File: src/soc_mem_pkg.sv
package soc_mem_pkg;

	// bus widths
	localparam int ADDR_W = 34;
	localparam int DATA_W = 32;
	localparam int BE_W = DATA_W / 8;

	// region field at the top of the address
	localparam int REGION_HI = 33;
	localparam int REGION_LO = 28;
	localparam logic [REGION_HI-REGION_LO:0] TCM_REGION = 6'd8;

	// tcm geometry, word addressed
	localparam int TCM_WORDS = 1024;
	localparam int TCM_AW = $clog2(TCM_WORDS);

	// cycles from reset release to fetch enable
	localparam int FETCH_DELAY = 5;

	typedef logic [ADDR_W-1:0] addr_t;
	typedef logic [DATA_W-1:0] data_t;
	typedef logic [BE_W-1:0] be_t;
	typedef logic [TCM_AW-1:0] tcm_idx_t;

	// core side request, plain strobes
	typedef struct packed
	{
		// request strobe
		logic req;
		// write flag, ignored on instruction fetch
		logic we;
		be_t be;
		addr_t addr;
		data_t wdata;
	} mem_req_t;

	// response back to the core
	typedef struct packed
	{
		// same-cycle grant
		logic gnt;
		// one pulse per accepted request, writes included
		logic rvalid;
		data_t rdata;
	} mem_rsp_t;

endpackage

File: src/response_merge.sv
module response_merge
(
	input  soc_mem_pkg::mem_rsp_t tcm_rsp_i,
	input  soc_mem_pkg::mem_rsp_t ext_rsp_i,
	output soc_mem_pkg::mem_rsp_t rsp_o
);

	logic tcm_sel;
	logic ext_sel;

	// tcm wins a same-cycle collision
	assign tcm_sel = tcm_rsp_i.rvalid;
	assign ext_sel = ext_rsp_i.rvalid && !tcm_rsp_i.rvalid;

	always_comb
	begin
		// only one target holds a request at a time
		rsp_o.gnt = tcm_rsp_i.gnt | ext_rsp_i.gnt;
		rsp_o.rvalid = tcm_rsp_i.rvalid | ext_rsp_i.rvalid;

		if (tcm_sel)
			rsp_o.rdata = tcm_rsp_i.rdata;
		else if (ext_sel)
			rsp_o.rdata = ext_rsp_i.rdata;
		else
			rsp_o.rdata = '0;
	end

	// tcm and external slave never answer in the same cycle
	always_comb
	begin
		assert final (!(tcm_rsp_i.rvalid && ext_rsp_i.rvalid))
		else
			$error("response_merge: tcm and external read-valid together");
	end

	// both targets never grant the same request
	always_comb
	begin
		assert final (!(tcm_rsp_i.gnt && ext_rsp_i.gnt))
		else
			$error("response_merge: tcm and external grant together");
	end

endmodule

File: config.mk
export PLATFORM = sky130hd
export DESIGN_NAME = response_merge
export DESIGN_NICKNAME = d
export VERILOG_FILES = /design/src/soc_mem_pkg.sv /design/src/response_merge.sv
export SDC_FILE = /design/constraint.sdc
export NUM_CORES = 1
export LEC_CHECK = 0
export BUFFER_PORTS_ARGS = -buffer_cell sky130_fd_sc_hd__buf_2
export CAP_MARGIN = 5
export CORE_MARGIN = 4
export CORE_UTILIZATION = 22
export DETAILED_ROUTE_END_ITERATION = 8
export PLACE_DENSITY = 0.89
export SLEW_MARGIN = 25
export SYNTH_ARGS = -nofsm -noshare
export SYNTH_HDL_FRONTEND = slang
export SYNTH_SLANG_ARGS = --single-unit
File: constraint.sdc
create_clock -name vclk -period 1.15
set_input_delay 0.23 -clock vclk [all_inputs]
set_output_delay 0.23 -clock vclk [all_outputs]
set_load 0.02 [all_outputs]
Yosys cells after proc, flatten, opt, wreduce, memory -nomap -nowiden
Index checks and enable logic that the tools add are counted.

$add $sub $neg: 0. Multiply operators: 0. Reduce and logical (&&, ||, !) cells: 2. Shift operators: 0. Order comparisons: 0. Eq/ne operators: 0. Bitwise logic cells: 2. Divide/modulo/power cells: 0. Muxes and demuxes: 2.

Operator list (count): $mux W32 (2); $or A1 B1 Y1 (2); $logic_and A1 B1 Y1 (1); $logic_not A1 Y1 (1).

Output and inout bits: 34. Latch bits: 0. Memory bits (writable): 0. Memories: 0. ROM bits: 0. Logic and storage cells: 6. Register bits: 0.

Depth between registers and ports, before layout
Depth after elaboration: 4. Depth in mapped cells: 5.

Worst setup path before layout
Ideal clock, no wire load.

Path kind: input-to-output. From: input tcm_rsp_i[32] (netlist name). To: output rsp_o[0] (netlist name). Arrival: 897 ps. Stages: 5. Setup slack: 23 ps. Data required time: 920 ps. Path buffers: 3. Path through: buf_6 nor2b_4 buf_6 buf_8 a22o_1.

RTL lines: from (decl) (line response_merge.sv:3) `input soc_mem_pkg::mem_rsp_t tcm_rsp_i,`; to (decl) (line response_merge.sv:5) `output soc_mem_pkg::mem_rsp_t rsp_o`.

==> flow_summary.json <==
{
  "yosys_warnings": 0,
  "critical_path.max_fanout": 20,
  "hold_viol": 0,
  "place_congestion": 0.6333,
  "io_pins": 102,
  "final_area_sq_mm": 0.001119,
  "power.total_mw": 0.5830,
  "wl_per_cell_microns": 14.06,
  "min_path_cells": 3,
  "vias_per_cell": 4.745,
  "ctsResizeCount": 65,
  "antenna_found_initial": 0,
  "layout_common_cells": "buf_2, buf_6, a22o_1",
  "syn2layout_area_growth_pct": 187.5,
  "placed_area_sq_um": 902.1,
  "dp_slack_ns": -0.06649,
  "nFillCells": 118,
  "coreArea_sq_mm": 0.001594,
  "die_width_microns": 50.06,
  "post-route-util_pct": 70.17,
  "fin_crit_ns": 1.184,
  "worstPathRequired_ns": 0.92,
  "seq_area_sq_um": 0,
  "std_cell_rows": 14,
  "crit_slowest_cell": "buf_12",
  "seq_area_frac_synth_pct": 0,
  "p_per_area_mw_per_mm2": 521.2,
  "cp.buffers_inverters": 3,
  "setup_viol": 13,
  "slew_violations": 0,
  "grt_pass1_vias": 809,
  "cp_top_family": "buffers and inverters",
  "ir_worst_vdd_uv": 304.7,
  "drive_gt1_share_pct": 76.60,
  "max-cap-violations": 0,
  "grt_max_degree": 21,
  "violations": "setup timing",
  "cp_num_cells": 5,
  "arrival_ns": 0.95,
  "worst_setup_path_start_kind": "input port",
  "cts_setup_buffers": 0,
  "synth.avg_cell_area_sq_um": 9.049,
  "synth_top_area_share_pct": 72.03,
  "post-route-period-util_pct": 103.0,
  "synthTopCellsByArea": "a22o_1, buf_8, buf_6, buf_2, nor2b_4",
  "crit_type": "input port to output pin",
  "yosysTopAreaCell": "a22o_1",
  "wirelength_microns": 2320,
  "syn_inst": 43,
  "syn_nets": 111,
  "grt_usage_pct": 17.46,
  "initial_core_util_pct": 24.41,
  "cts.hold.buffers_added": 0,
  "diodes": 0,
  "status": "finished, violations left",
  "synth_area_sq_um": 389.1,
  "ant_nets": 0,
  "drt_pre_antenna_iters": 2,
  "tns_ns": -0.1622,
  "cpPeakStageDelay_ns": 0.17,
  "ys_types": 7,
  "end_kind": "output pin",
  "grt_pass1_wl_microns": 3615,
  "rsz0062_at_grt": "yes",
  "relSlewSlack_pct": 89.34,
  "vias": 783,
  "hold_path.class": "input port to output pin",
  "tightest_slew_ns": 0.1599,
  "worstPathCellList": "buf_8, nor2b_4, buf_12, a22o_1, buf_6",
  "drc": 0,
  "fp.dieArea_sq_mm": 0.002506,
  "mostFrequentLayoutCell": "buf_2",
  "die_y_microns": 50.06,
  "p_leak_nw": 0.6295,
  "io_buffers": 102,
  "setup_slack_ns": -0.03400,
  "nets": 211,
  "seq_cells": 0,
  "num-clock-buffers": 0,
  "drt-initial-drc-count": 2,
  "overflow": 0,
  "fmax_mhz": 844.6
}
==> per-stage QoR <==
step | hold slack, ns | cells
floorplan | 0.6001 | 43
global placement | 0.7587 | 165
detailed placement | 0.7596 | 165
CTS | 0.7584 | 165
global route | 0.7758 | 165
finish | 0.7566 | 165
==> power breakdown <==
group	total, mW	switching [mW]	internal [mW]
sequential	0	0	0
clock	0	0	0
combinational	0.583	0.256	0.327
total	0.583	0.256	0.327
==> cell families after synthesis <==
kind of cell           synth area share [%]
AND/OR/NAND/NOR                       6.754
buffers and inverters                 21.22
AO/OA/AOI/OAI                         72.03
==> area by class of cell <==
cell class	count	area (sq um)	share of cell area [%]
tap	24	30.03	2.685
timing repair buffer	106	782.0	69.91
multi-input combinational	35	306.5	27.40
==> cell usage after synthesis, drive strengths merged <==
| cell type | number |
|---|---|
| buf | 8 |
| nor2b | 1 |
| a22o | 32 |
| or2 | 2 |
==> metal layers <==
layer  global-route usage [%]  part of all wire (%)  vias to the layer above
met2                    37.83                    56                       62
met1                    16.31                    30                      339
met3                    4.217                    14                        0
met5                        0                     0                        -
met4                   0.9217                     0                        0
li1                         -                     -                      382
==> worst paths after layout <==
check | start | endpoint | slack (ns)
max | tcm_rsp_i[32] | rsp_o[24] | -0.03
min | ext_rsp_i[32] | rsp_o[32] | 0.76
(Power assumes the default switching activity.)
